<file path="src/dispatch_defines.svh">
`ifndef DISPATCH_DEFINES_SVH
`define DISPATCH_DEFINES_SVH

//////////////////////////////
// datapath widths
//////////////////////////////

`define DATA_W      32                  // data and pc width.
`define REG_ADDR_W  5
`define NUM_REGS    (1 << `REG_ADDR_W)  // architectural registers.

//////////////////////////////
// dispatch shape
//////////////////////////////

`define NUM_SRC     2                   // source operands per instruction.
`define INST_BYTES  4                   // pc step, also the link offset.

`endif
</file>
<file path="src/isa_pkg.sv">
`default_nettype none

`include "dispatch_defines.svh"

package isa_pkg;

    typedef enum logic [7:0] {
        ALU_NOP       = 8'h00,
        ALU_ADD       = 8'h01,
        ALU_PCADDU12I = 8'h02,
        // load class, all can stall a dependent.
        ALU_LD_B      = 8'h10,
        ALU_LD_H      = 8'h11,
        ALU_LD_W      = 8'h12,
        ALU_LD_BU     = 8'h13,
        ALU_LD_HU     = 8'h14,
        ALU_LL_W      = 8'h15,
        ALU_SC_W      = 8'h16,
        // branches.
        ALU_BEQ       = 8'h20,
        ALU_BNE       = 8'h21,
        ALU_BLT       = 8'h22,
        ALU_BGE       = 8'h23,
        ALU_BLTU      = 8'h24,
        ALU_BGEU      = 8'h25,
        ALU_B         = 8'h26,
        ALU_BL        = 8'h27,
        ALU_JIRL      = 8'h28
    } alu_op_t;

    function automatic logic is_load(input alu_op_t op);
        return op inside {ALU_LD_B, ALU_LD_H, ALU_LD_W, ALU_LD_BU, ALU_LD_HU, ALU_LL_W, ALU_SC_W};
    endfunction

    // inst[25:10], word offset.
    function automatic logic [`DATA_W-1:0] offs16(input logic [31:0] inst);
        return {{(`DATA_W-18){inst[25]}}, inst[25:10], 2'b00};
    endfunction

    // inst[9:0] is the high part here.
    function automatic logic [`DATA_W-1:0] offs26(input logic [31:0] inst);
        return {{(`DATA_W-28){inst[9]}}, inst[9:0], inst[25:10], 2'b00};
    endfunction

endpackage

`default_nettype wire

</file>
<file path="src/pipe_pkg.sv">
`default_nettype none

`include "dispatch_defines.svh"

package pipe_pkg;

    typedef struct packed {
        logic                   en;
        logic [`REG_ADDR_W-1:0] addr;
    } src_req_t;

    //////////////////////////////
    // decode to dispatch
    //////////////////////////////

    typedef struct packed {
        logic                          inst_valid;
        logic [`DATA_W-1:0]            pc;
        logic [31:0]                   inst;
        isa_pkg::alu_op_t              aluop;
        logic [`DATA_W-1:0]            imm;
        src_req_t [`NUM_SRC-1:0]       src;      // index 0 is reg1.
        logic                          reg_write_en;
        logic [`REG_ADDR_W-1:0]        reg_write_addr;
        logic                          pre_taken;
        logic [`DATA_W-1:0]            pre_addr;
    } id_dispatch_t;

    // result pushed back from ex or mem.
    typedef struct packed {
        logic                   reg_write_en;
        logic [`REG_ADDR_W-1:0] reg_write_addr;
        logic [`DATA_W-1:0]     reg_write_data;
    } push_forward_t;

    //////////////////////////////
    // dispatch to execute
    //////////////////////////////

    typedef struct packed {
        logic                   inst_valid;
        logic [`DATA_W-1:0]     pc;
        logic [31:0]            inst;
        isa_pkg::alu_op_t       aluop;
        logic [`DATA_W-1:0]     reg1;
        logic [`DATA_W-1:0]     reg2;
        logic                   reg_write_en;
        logic [`REG_ADDR_W-1:0] reg_write_addr;
        logic [`DATA_W-1:0]     link_data;
    } dispatch_ex_t;

    typedef struct packed {
        logic               update_en;
        logic               taken;
        logic               flush;
        logic [`DATA_W-1:0] actual_addr;
        logic [`DATA_W-1:0] pc;
    } branch_update_t;

endpackage

`default_nettype wire

</file>
<file path="src/dispatch_top.sv">
`default_nettype none

`include "dispatch_defines.svh"

module dispatch_top (
    input  logic                        clk,
    input  logic                        arst_n,
    input  pipe_pkg::id_dispatch_t      id_in,
    input  isa_pkg::alu_op_t            ex_aluop,
    input  pipe_pkg::push_forward_t     ex_fwd,
    input  pipe_pkg::push_forward_t     mem_fwd,
    input  logic                        wb_en,
    input  logic [`REG_ADDR_W-1:0]      wb_addr,
    input  logic [`DATA_W-1:0]          wb_data,
    output logic                        stall,
    output pipe_pkg::branch_update_t    branch_upd,
    output pipe_pkg::dispatch_ex_t      dispatch_ex
);

    pipe_pkg::id_dispatch_t             id_q;
    pipe_pkg::src_req_t [`NUM_SRC-1:0]  src_req;
    logic [`NUM_SRC-1:0][`DATA_W-1:0]   rf_data;
    logic [`NUM_SRC-1:0][`DATA_W-1:0]   operand;
    pipe_pkg::dispatch_ex_t             ex_pkt;

    stage_reg #(.payload_t(pipe_pkg::id_dispatch_t)) u_id_reg (
        .clk    (clk),
        .arst_n (arst_n),
        .hold   (stall),
        .bubble (1'b0),
        .d      (id_in),
        .q      (id_q)
    );

    hazard_ctrl u_hazard (
        .id       (id_q),
        .ex_aluop (ex_aluop),
        .ex_fwd   (ex_fwd),
        .stall    (stall),
        .src_req  (src_req)
    );

    regfile u_regfile (
        .clk     (clk),
        .arst_n  (arst_n),
        .rd_req  (src_req),
        .rd_data (rf_data),
        .wb_en   (wb_en),
        .wb_addr (wb_addr),
        .wb_data (wb_data)
    );

    for (genvar i = 0; i < `NUM_SRC; i++) begin : g_src
        operand_select #(.src_idx(i)) u_opsel (
            .id      (id_q),
            .stall   (stall),
            .ex_fwd  (ex_fwd),
            .mem_fwd (mem_fwd),
            .rf_data (rf_data[i]),
            .operand (operand[i])
        );
    end

    branch_resolve u_branch (
        .id         (id_q),
        .stall      (stall),
        .operand    (operand),
        .ex_pkt     (ex_pkt),
        .branch_upd (branch_upd)
    );

    stage_reg #(.payload_t(pipe_pkg::dispatch_ex_t)) u_ex_reg (
        .clk    (clk),
        .arst_n (arst_n),
        .hold   (1'b0),
        .bubble (stall),  // stalled slot goes out empty.
        .d      (ex_pkt),
        .q      (dispatch_ex)
    );

endmodule

`default_nettype wire

</file>
<file path="src/branch_resolve.sv">
`default_nettype none

`include "dispatch_defines.svh"

module branch_resolve (
    input  pipe_pkg::id_dispatch_t              id,
    input  logic                                stall,
    input  logic [`NUM_SRC-1:0][`DATA_W-1:0]    operand,
    output pipe_pkg::dispatch_ex_t              ex_pkt,
    output pipe_pkg::branch_update_t            branch_upd
);

    logic [`DATA_W-1:0] reg1;
    logic [`DATA_W-1:0] reg2;
    logic [`DATA_W-1:0] offs16;
    logic [`DATA_W-1:0] offs26;
    logic [`DATA_W-1:0] pc_next;
    logic [`DATA_W-1:0] target;
    logic               eq;
    logic               lt_s;
    logic               lt_u;
    logic               is_branch;
    logic               taken;
    logic               is_link;

    assign reg1    = operand[0];
    assign reg2    = operand[1];
    assign offs16  = isa_pkg::offs16(id.inst);
    assign offs26  = isa_pkg::offs26(id.inst);
    assign pc_next = id.pc + `DATA_W'(`INST_BYTES);

    assign eq   = (reg1 == reg2);
    assign lt_s = ($signed(reg1) < $signed(reg2));
    assign lt_u = (reg1 < reg2);  // bltu and bgeu.

    //////////////////////////////
    // outcome and target
    //////////////////////////////

    always_comb begin
        is_branch = 1'b1;
        taken     = 1'b0;
        target    = id.pc + offs16;
        case (id.aluop)
            isa_pkg::ALU_BEQ:  taken = eq;
            isa_pkg::ALU_BNE:  taken = !eq;
            isa_pkg::ALU_BLT:  taken = lt_s;
            isa_pkg::ALU_BGE:  taken = !lt_s;
            isa_pkg::ALU_BLTU: taken = lt_u;
            isa_pkg::ALU_BGEU: taken = !lt_u;
            isa_pkg::ALU_B, isa_pkg::ALU_BL: begin
                taken  = 1'b1;
                target = id.pc + offs26;
            end
            isa_pkg::ALU_JIRL: begin
                taken  = 1'b1;
                target = reg1 + offs16;  // register relative.
            end
            default: begin
                is_branch = 1'b0;
                target    = '0;
            end
        endcase
    end

    assign is_link = (id.aluop == isa_pkg::ALU_BL) || (id.aluop == isa_pkg::ALU_JIRL);

    //////////////////////////////
    // predictor check
    //////////////////////////////

    always_comb begin
        branch_upd = '0;
        if (is_branch && id.inst_valid && !stall) begin
            branch_upd.update_en = 1'b1;
            branch_upd.taken     = taken;
            branch_upd.flush     = (taken != id.pre_taken)
                                 || (taken && id.pre_taken && (id.pre_addr != target));
            if (taken) begin
                branch_upd.actual_addr = target;
            end else if (id.pre_taken) begin
                branch_upd.actual_addr = pc_next;  // back to fall-through.
            end
            branch_upd.pc = id.pc;
        end
    end

    always_comb begin
        ex_pkt.inst_valid     = id.inst_valid;
        ex_pkt.pc             = id.pc;
        ex_pkt.inst           = id.inst;
        ex_pkt.aluop          = id.aluop;
        ex_pkt.reg1           = reg1;
        ex_pkt.reg2           = reg2;
        ex_pkt.reg_write_en   = id.reg_write_en;
        ex_pkt.reg_write_addr = id.reg_write_addr;
        ex_pkt.link_data      = is_link ? pc_next : '0;
    end

endmodule

`default_nettype wire

</file>
<file path="src/operand_select.sv">
`default_nettype none

`include "dispatch_defines.svh"

module operand_select #(
    parameter int src_idx = 0
) (
    input  pipe_pkg::id_dispatch_t  id,
    input  logic                    stall,
    input  pipe_pkg::push_forward_t ex_fwd,
    input  pipe_pkg::push_forward_t mem_fwd,
    input  logic [`DATA_W-1:0]      rf_data,
    output logic [`DATA_W-1:0]      operand
);

    localparam bit USE_PC = (src_idx == 0);  // pcaddu12i feeds pc on reg1.

    logic                   rd_en;
    logic [`REG_ADDR_W-1:0] rd_addr;
    logic                   ex_hit;
    logic                   mem_hit;

    assign rd_en   = id.src[src_idx].en;
    assign rd_addr = id.src[src_idx].addr;

    assign ex_hit  = rd_en && ex_fwd.reg_write_en && (ex_fwd.reg_write_addr == rd_addr);
    assign mem_hit = rd_en && mem_fwd.reg_write_en && (mem_fwd.reg_write_addr == rd_addr);

    always_comb begin
        if (stall) begin
            operand = '0;
        end else if (USE_PC && (id.aluop == isa_pkg::ALU_PCADDU12I)) begin
            operand = id.pc;
        end else if (ex_hit) begin
            operand = ex_fwd.reg_write_data;   // youngest result wins.
        end else if (mem_hit) begin
            operand = mem_fwd.reg_write_data;
        end else if (rd_en) begin
            operand = rf_data;
        end else begin
            operand = id.imm;
        end
    end

endmodule

`default_nettype wire

</file>
<file path="src/hazard_ctrl.sv">
`default_nettype none

`include "dispatch_defines.svh"

module hazard_ctrl (
    input  pipe_pkg::id_dispatch_t              id,
    input  isa_pkg::alu_op_t                    ex_aluop,
    input  pipe_pkg::push_forward_t             ex_fwd,
    output logic                                stall,
    output pipe_pkg::src_req_t [`NUM_SRC-1:0]   src_req
);

    logic [`NUM_SRC-1:0] src_hit;  // source needs the ex result.

    always_comb begin
        for (int i = 0; i < `NUM_SRC; i++) begin
            src_hit[i] = id.src[i].en && (id.src[i].addr == ex_fwd.reg_write_addr);
        end
    end

    // load data is not ready until mem.
    assign stall = isa_pkg::is_load(ex_aluop) && (|src_hit);

    assign src_req = id.src;

    // invalid slots carry no read enables.
    always_comb begin
        a_stall_valid: assert final (!stall || id.inst_valid)
            else $error("hazard_ctrl: stall on an invalid slot");
    end

endmodule

`default_nettype wire

</file>
<file path="src/regfile.sv">
`default_nettype none

`include "dispatch_defines.svh"

module regfile (
    input  logic                                clk,
    input  logic                                arst_n,
    input  pipe_pkg::src_req_t [`NUM_SRC-1:0]   rd_req,
    output logic [`NUM_SRC-1:0][`DATA_W-1:0]    rd_data,
    input  logic                                wb_en,
    input  logic [`REG_ADDR_W-1:0]              wb_addr,
    input  logic [`DATA_W-1:0]                  wb_data
);

    logic [`DATA_W-1:0] regs [`NUM_REGS];

    always_ff @(posedge clk or negedge arst_n) begin
        if (!arst_n) begin
            for (int i = 0; i < `NUM_REGS; i++) begin
                regs[i] <= '0;
            end
        end else if (wb_en && (wb_addr != '0)) begin
            regs[wb_addr] <= wb_data;  // r0 stays zero.
        end
    end

    // no write bypass, same-cycle read sees old data.
    always_comb begin
        for (int p = 0; p < `NUM_SRC; p++) begin
            rd_data[p] = rd_req[p].en ? regs[rd_req[p].addr] : '0;
        end
    end

    a_wb_r0: assert property (@(posedge clk) disable iff (!arst_n) wb_en |-> (wb_addr != '0))
        else $error("regfile: write to r0 requested");

endmodule

`default_nettype wire

</file>
<file path="src/stage_reg.sv">
`default_nettype none

module stage_reg #(
    parameter type payload_t = logic
) (
    input  logic     clk,
    input  logic     arst_n,
    input  logic     hold,
    input  logic     bubble,
    input  payload_t d,
    output payload_t q
);

    always_ff @(posedge clk or negedge arst_n) begin
        if (!arst_n) begin
            q <= '0;
        end else if (hold) begin
            q <= q;
        end else if (bubble) begin
            q <= '0;  // empty slot.
        end else begin
            q <= d;
        end
    end

    // a held slot must not also be emptied.
    a_hold_bubble: assert property (@(posedge clk) disable iff (!arst_n) !(hold && bubble))
        else $error("stage_reg: hold and bubble both high");

endmodule

`default_nettype wire

</file>
<file path="config.mk">
export PLATFORM = sky130hd
export DESIGN_NAME = dispatch_top
export DESIGN_NICKNAME = d
export VERILOG_FILES = /design/src/isa_pkg.sv /design/src/pipe_pkg.sv /design/src/dispatch_top.sv /design/src/branch_resolve.sv /design/src/operand_select.sv /design/src/hazard_ctrl.sv /design/src/regfile.sv /design/src/stage_reg.sv
export VERILOG_INCLUDE_DIRS = /design/src
export SDC_FILE = /design/constraint.sdc
export NUM_CORES = 2
export LEC_CHECK = 0
export BUFFER_PORTS_ARGS = -buffer_cell sky130_fd_sc_hd__buf_2
export CORE_MARGIN = 4
export CORE_UTILIZATION = 60
export CTS_BUF_LIST = sky130_fd_sc_hd__clkbuf_2
export DETAILED_ROUTE_END_ITERATION = 8
export GPL_TIMING_DRIVEN = 0
export PLACE_DENSITY = 0.79
export SYNTH_ARGS = -nofsm -noshare
export SYNTH_HDL_FRONTEND = slang
export SYNTH_SLANG_ARGS = --single-unit
</file>
<file path="constraint.sdc">
create_clock -name clk -period 30.5 [get_ports clk]
set_clock_uncertainty 0.05 [all_clocks]
set_input_delay 6.1 -clock clk [delete_from_list [all_inputs] [get_ports clk]]
set_output_delay 6.1 -clock clk [all_outputs]
set_load 0.02 [all_outputs]
</file>
**Word level (Yosys, flattened, before mapping)**

Index checks and enable logic that the tools add are counted.

- Register bits after elaboration: 1355
- Input bits: 280
- Output and inout bits: 243
- Logic and storage cells: 149

- Add/subtract/negate cells: 4
- Magnitude comparators: 6
- Equal/unequal tests: 26
- Muxes and demuxes: 26
- Bitwise gates (word level): 3
- Reductions and logical operators: 30

Operators by type and width:

| cell | count |
|---|---|
| bitwise mux 1024 bit | 1 |
| 2-to-1 mux 32 bit | 17 |
| binary-select mux 32 bit (select 5 bit) | 2 |
| 2-to-1 mux 175 bit | 1 |
| demux 32 bit (select 5 bit) | 1 |
| adder 32 bit | 3 |
| one-hot mux 32 bit (3 select lines) | 1 |
| == test 8 x 6 -> 1 bit, second input constant | 9 |
| 2-to-1 mux 67 bit | 1 |
| less-than comparator 32 bit | 2 |
| == test 8 x 5 -> 1 bit, second input constant | 7 |
| adder 32 x 3 -> 32 bit, second input constant | 1 |
| == test 32 bit | 1 |
| inequality test 32 bit | 1 |
| == test 5 bit | 6 |
| >= comparator 6 bit, second input constant | 3 |
| inverter 5 -> 6 bit | 3 |
| logical AND 1 bit | 17 |
| OR reduction 9 bit | 1 |
| == test 8 x 2 -> 1 bit, second input constant | 1 |
| one-hot mux 1 bit (7 select lines) | 1 |
| nonzero test 7 bit | 1 |
| less-than comparator 6 x 1 -> 1 bit, second input constant | 1 |
| OR reduction 6 bit | 1 |
| other kinds (7) | 12 |

**Longest topological paths before layout**

- Depth after elaboration: 16
- Depth in mapped cells: 34
- Depth with buffers taken out: 28

**Cells and area by module**

A second synthesis with hierarchy kept.

- Cells, all modules: 6629
- Area, all modules: 80100.6 µm²

By module, submodules not included:

| module | times used | cells an instance | area an instance (µm²) | seq. area each (µm²) |
|---|---|---|---|---|
| regfile | 1 | 3553 | 54338.4 | 25624.6 |
| branch_resolve | 1 | 1169 | 8201.6 | 0.0 |
| stage_reg (u_ex_reg) | 1 | 757 | 7437.1 | 4379.2 |
| stage_reg (u_id_reg) | 1 | 675 | 6608.8 | 3903.7 |
| operand_select (g_src[0].u_opsel) | 1 | 244 | 1766.7 | 0.0 |
| operand_select (g_src[1].u_opsel) | 1 | 200 | 1522.7 | 0.0 |
| hazard_ctrl | 1 | 30 | 221.5 | 0.0 |
| dispatch_top | 1 | 1 | 3.8 | 0.0 |

**Worst setup path after synthesis**

Ideal clock, no wire load.

- Path type: input -> output
- Start point: in mem_fwd[36] in the netlist's numbering
- End point: out branch_upd[64] in the netlist's numbering
- Arrival: 12096 ps
- Data required time: 24350 ps
- Setup slack: 12254 ps
- Cell stages on the path: 31
- Path buffers: 4
- Cell sequence: xor2_1 -> nor4_4 -> and2_1 -> buf_4 -> clkbuf_1 -> buf_1 -> a21oi_1 -> a211oi_1 -> a21oi_1 -> nor2_1 -> ha_1 -> a21o_1 -> a221oi_1 -> nor3_1 -> a2111oi_0 -> o21ai_0 -> a21oi_1 -> and4_1 -> o21ai_1 -> a41oi_2 -> clkbuf_1 -> inv_1 -> ha_1 -> a21oi_1 -> nand2_1 -> a2111oi_0 -> nand4_1 -> nor4_1 -> nand4_1 -> nor4_1 -> a41oi_1

RTL lines:

| what | RTL line | source |
|---|---|---|
| start, declared | dispatch_top.sv:11 | `input pipe_pkg::push_forward_t mem_fwd,` |
| end, declared | dispatch_top.sv:16 | `output pipe_pkg::branch_update_t branch_upd,` |

==> flow_summary.ini <==
[run_status]
status = finished, violations left
violations = capacitance limit, slew limit

[worst_setup_path]
cp_max_fo = 10
end_kind = primary output
cp_common_cell = a21oi_1
worstPathArrival_ns = 15.82
critical_path_class = input port to primary output
start_kind = input port
cp_slowest_stage_delay_ns = 0.78
cp.required_ns = 24.35
crit_slowest_cell = a2111oi_0

[clocking]
cts_root_buf = clkbuf_2
htree_num_levels = 5
hold_buffers = 0
clock_latency_ns = 1.92
cts_tree = built
cts.sink_count = 1355
clk_pin_slew_worst_paths_ns = 0.09
clockBufferDepth = 4
cts_made_buffers = 357
cts_setup_buffers = 0
cts_resized = 0

[synthesis]
synth-edff-count = 0
yosysWarnings = 0
synth_area_um2 = 74360
syn_nets = 6126
ys_types = 92
syn_area_per_cell_um2 = 12.93
yosys_register_bits = 1355
synthArstFlopShare = 1.000
syn-instance-count = 5749
yosysSeqAreaShare = 0.4560
ys.flop_type = dfrtp_1

[layout]
mostFrequentLayoutCell = dfrtp_1
final_cells = 8502
final_layout_size_suffix_gt1_frac = 0.4093
final_cell_mix = dfrtp_1, mux2_2, mux4_2, nand2_1, buf_2
nets = 7016
area_growth_pct = 10.51

[global_routing]
grt_util_met1 = 0.5162
antenna_found_initial = 47
grt_pass1_vias = 58897
gr-total-overflow = 0
grt_usage = 0.4343
grt_pass1_wl_mm = 403.4
grt_use_met3 = 0.1703
grt_start_max_net_pins = 172
grt_use_met2 = 0.6381
gr-max-usage-layer = met2

[routing]
drc = 0
wire_per_inst_um = 33.43
avgViaCountPerCell = 6.845
wl_mm = 284.2
drtAntennaViolNets = 0
drt-pass1-iter-count = 8
via_count = 58196
first_iter_violations = 7371

[timing]
finalHoldViolCount = 0
fin_crit_sh = 0.7203
fin_hold_ws_ns = 0.4211
maxSlewViolCount = 32
fin_crit_ns = 21.97
worst_slack_ns = 8.529
fmax_mhz = 45.52
relSlewSlack = -0.05514
rsz0062_at_grt = no
tightest_slew_ns = 1.583
setup_viol = 0

[pwr]
power-per-cell-area_nw_per_um2 = 57.28
p_leak_nw = 37.63
power_w = 0.004707
vdd_drop_max_uv = 51.41

[placed_design]
dp_hpwl_mm = 212.4
dp_slack_ns = 8.653
dp.cells = 7904
place_congestion = 1.061
portBuffers = 522

[worst_hold_path]
hold_class = flop to flop

[die]
num_io_pins = 523
core.rowCount = 128
fp.dieArea_um2 = 129600
die_x_um = 360.0
coreArea_um2 = 122400
start_util = 0.6077
die_y_um = 360.0

[flow_run]
maxCapViolCount = 3
[layer usage]
metal / vias to the layer above / wire (um) / share of wire
li1: 23224 / - / -
met1: 29395 / 97540 / 0.34
met2: 4292 / 125000 / 0.44
met3: 1249 / 35590 / 0.13
met4: 36 / 25840 / 0.091
met5: - / 223 / 0.00078
[synth_stat cells (34+ instances only)]
cell	count	area, um^2
dfrtp_1	1355	33910
mux2_2	1010	11370
mux4_2	627	14120
nand2_1	608	2282
clkbuf_1	388	1456
nor2_1	317	1190
a21oi_1	189	945.9
a211oi_1	104	780.8
ha_1	95	1189
mux2i_1	90	900.9
o21ai_0	90	450.4
and2_1	89	556.8
buf_1	86	322.8
buf_2	65	325.3
inv_1	55	206.5
xor2_1	55	481.7
nand3_1	50	250.2
and3_1	49	306.5
xnor2_1	47	411.6
nand4_1	37	231.5
a21o_1	34	255.2
[power breakdown]
part	internal, W	switching, W	leakage, nW
Sequential	0.00208	0.000221	17.1
Clock	0.000454	0.000770	2.23
Combinational	0.000615	0.000566	18.3
[metrics by stage]
| stage | setup TNS, ns | utilization | cell area, um^2 |
|---|---|---|---|
| global route | 0 | 0.6713 | 82140 |
| global placement | -7764.34 | 0.6457 | 79000 |
| detailed placement | 0 | 0.6476 | 79240 |
| finish | 0 | 0.6716 | 82170 |
| CTS | 0 | 0.6707 | 82060 |
| floorplan | 0 | - | 74360 |
[registers in the layout (all words and copies together), names as in the netlist]
signal          flops
u_id_reg.q        156
u_regfile.regs   1024
u_ex_reg.q        175
[area by class of cell]
class | count | area [um^2]
Clock buffer | 496 | 2482
Clock inverter | 65 | 336.6
Inverter | 56 | 210.2
Timing Repair Buffer | 531 | 2859
Multi-Input combinational cell | 3790 | 38060
Sequential cell | 1355 | 33910
Fill cell | 9191 | 40180
Antenna cell | 36 | 90.09
Tap cell | 1625 | 2033
Buffer | 548 | 2191
[worst max-delay path, delay by kind of cell]
family | cells | cell delay, ns
AND/OR/NAND/NOR | 10 | 2.26
AO/OA/AOI/OAI | 13 | 4.14
buffers and inverters | 8 | 2.58
adder cells (fa/ha/maj) | 2 | 0.57
XOR/XNOR | 1 | 0.16
[cells by family (layout without fill, tap and decap cells)]
| family | count (synthesis) | after routing | share of synthesized area |
|---|---|---|---|
| adder cells (fa/ha/maj) | 97 | 97 | 0.01652 |
| AND/OR/NAND/NOR | 1293 | 1293 | 0.07818 |
| AO/OA/AOI/OAI | 570 | 570 | 0.05001 |
| flip-flops | 1355 | 1355 | 0.4560 |
| buffers and inverters | 604 | 1696 | 0.03209 |
| XOR/XNOR | 102 | 102 | 0.01201 |
| multiplexers | 1728 | 1728 | 0.3552 |
| other | 0 | 36 | 0 |
[path summary, 6_finish.rpt]
kind	start	end	slack, ns	cells past startpoint
setup / recovery	mem_fwd[36]	branch_upd[64]	8.53	34
hold / removal	u_id_reg.q[36]	u_id_reg.q[36]	0.42	2
setup reg to reg	u_id_reg.q[46]	u_ex_reg.q[49]	24.98	11
hold reg to reg	u_id_reg.q[36]	u_id_reg.q[36]	0.42	2
max in group asynchronous	arst_n	u_regfile.regs[9]	23.11	5
min in group asynchronous	arst_n	u_id_reg.q[103]	4.22	1
Note: power is estimated with default switching activity, not from simulation.
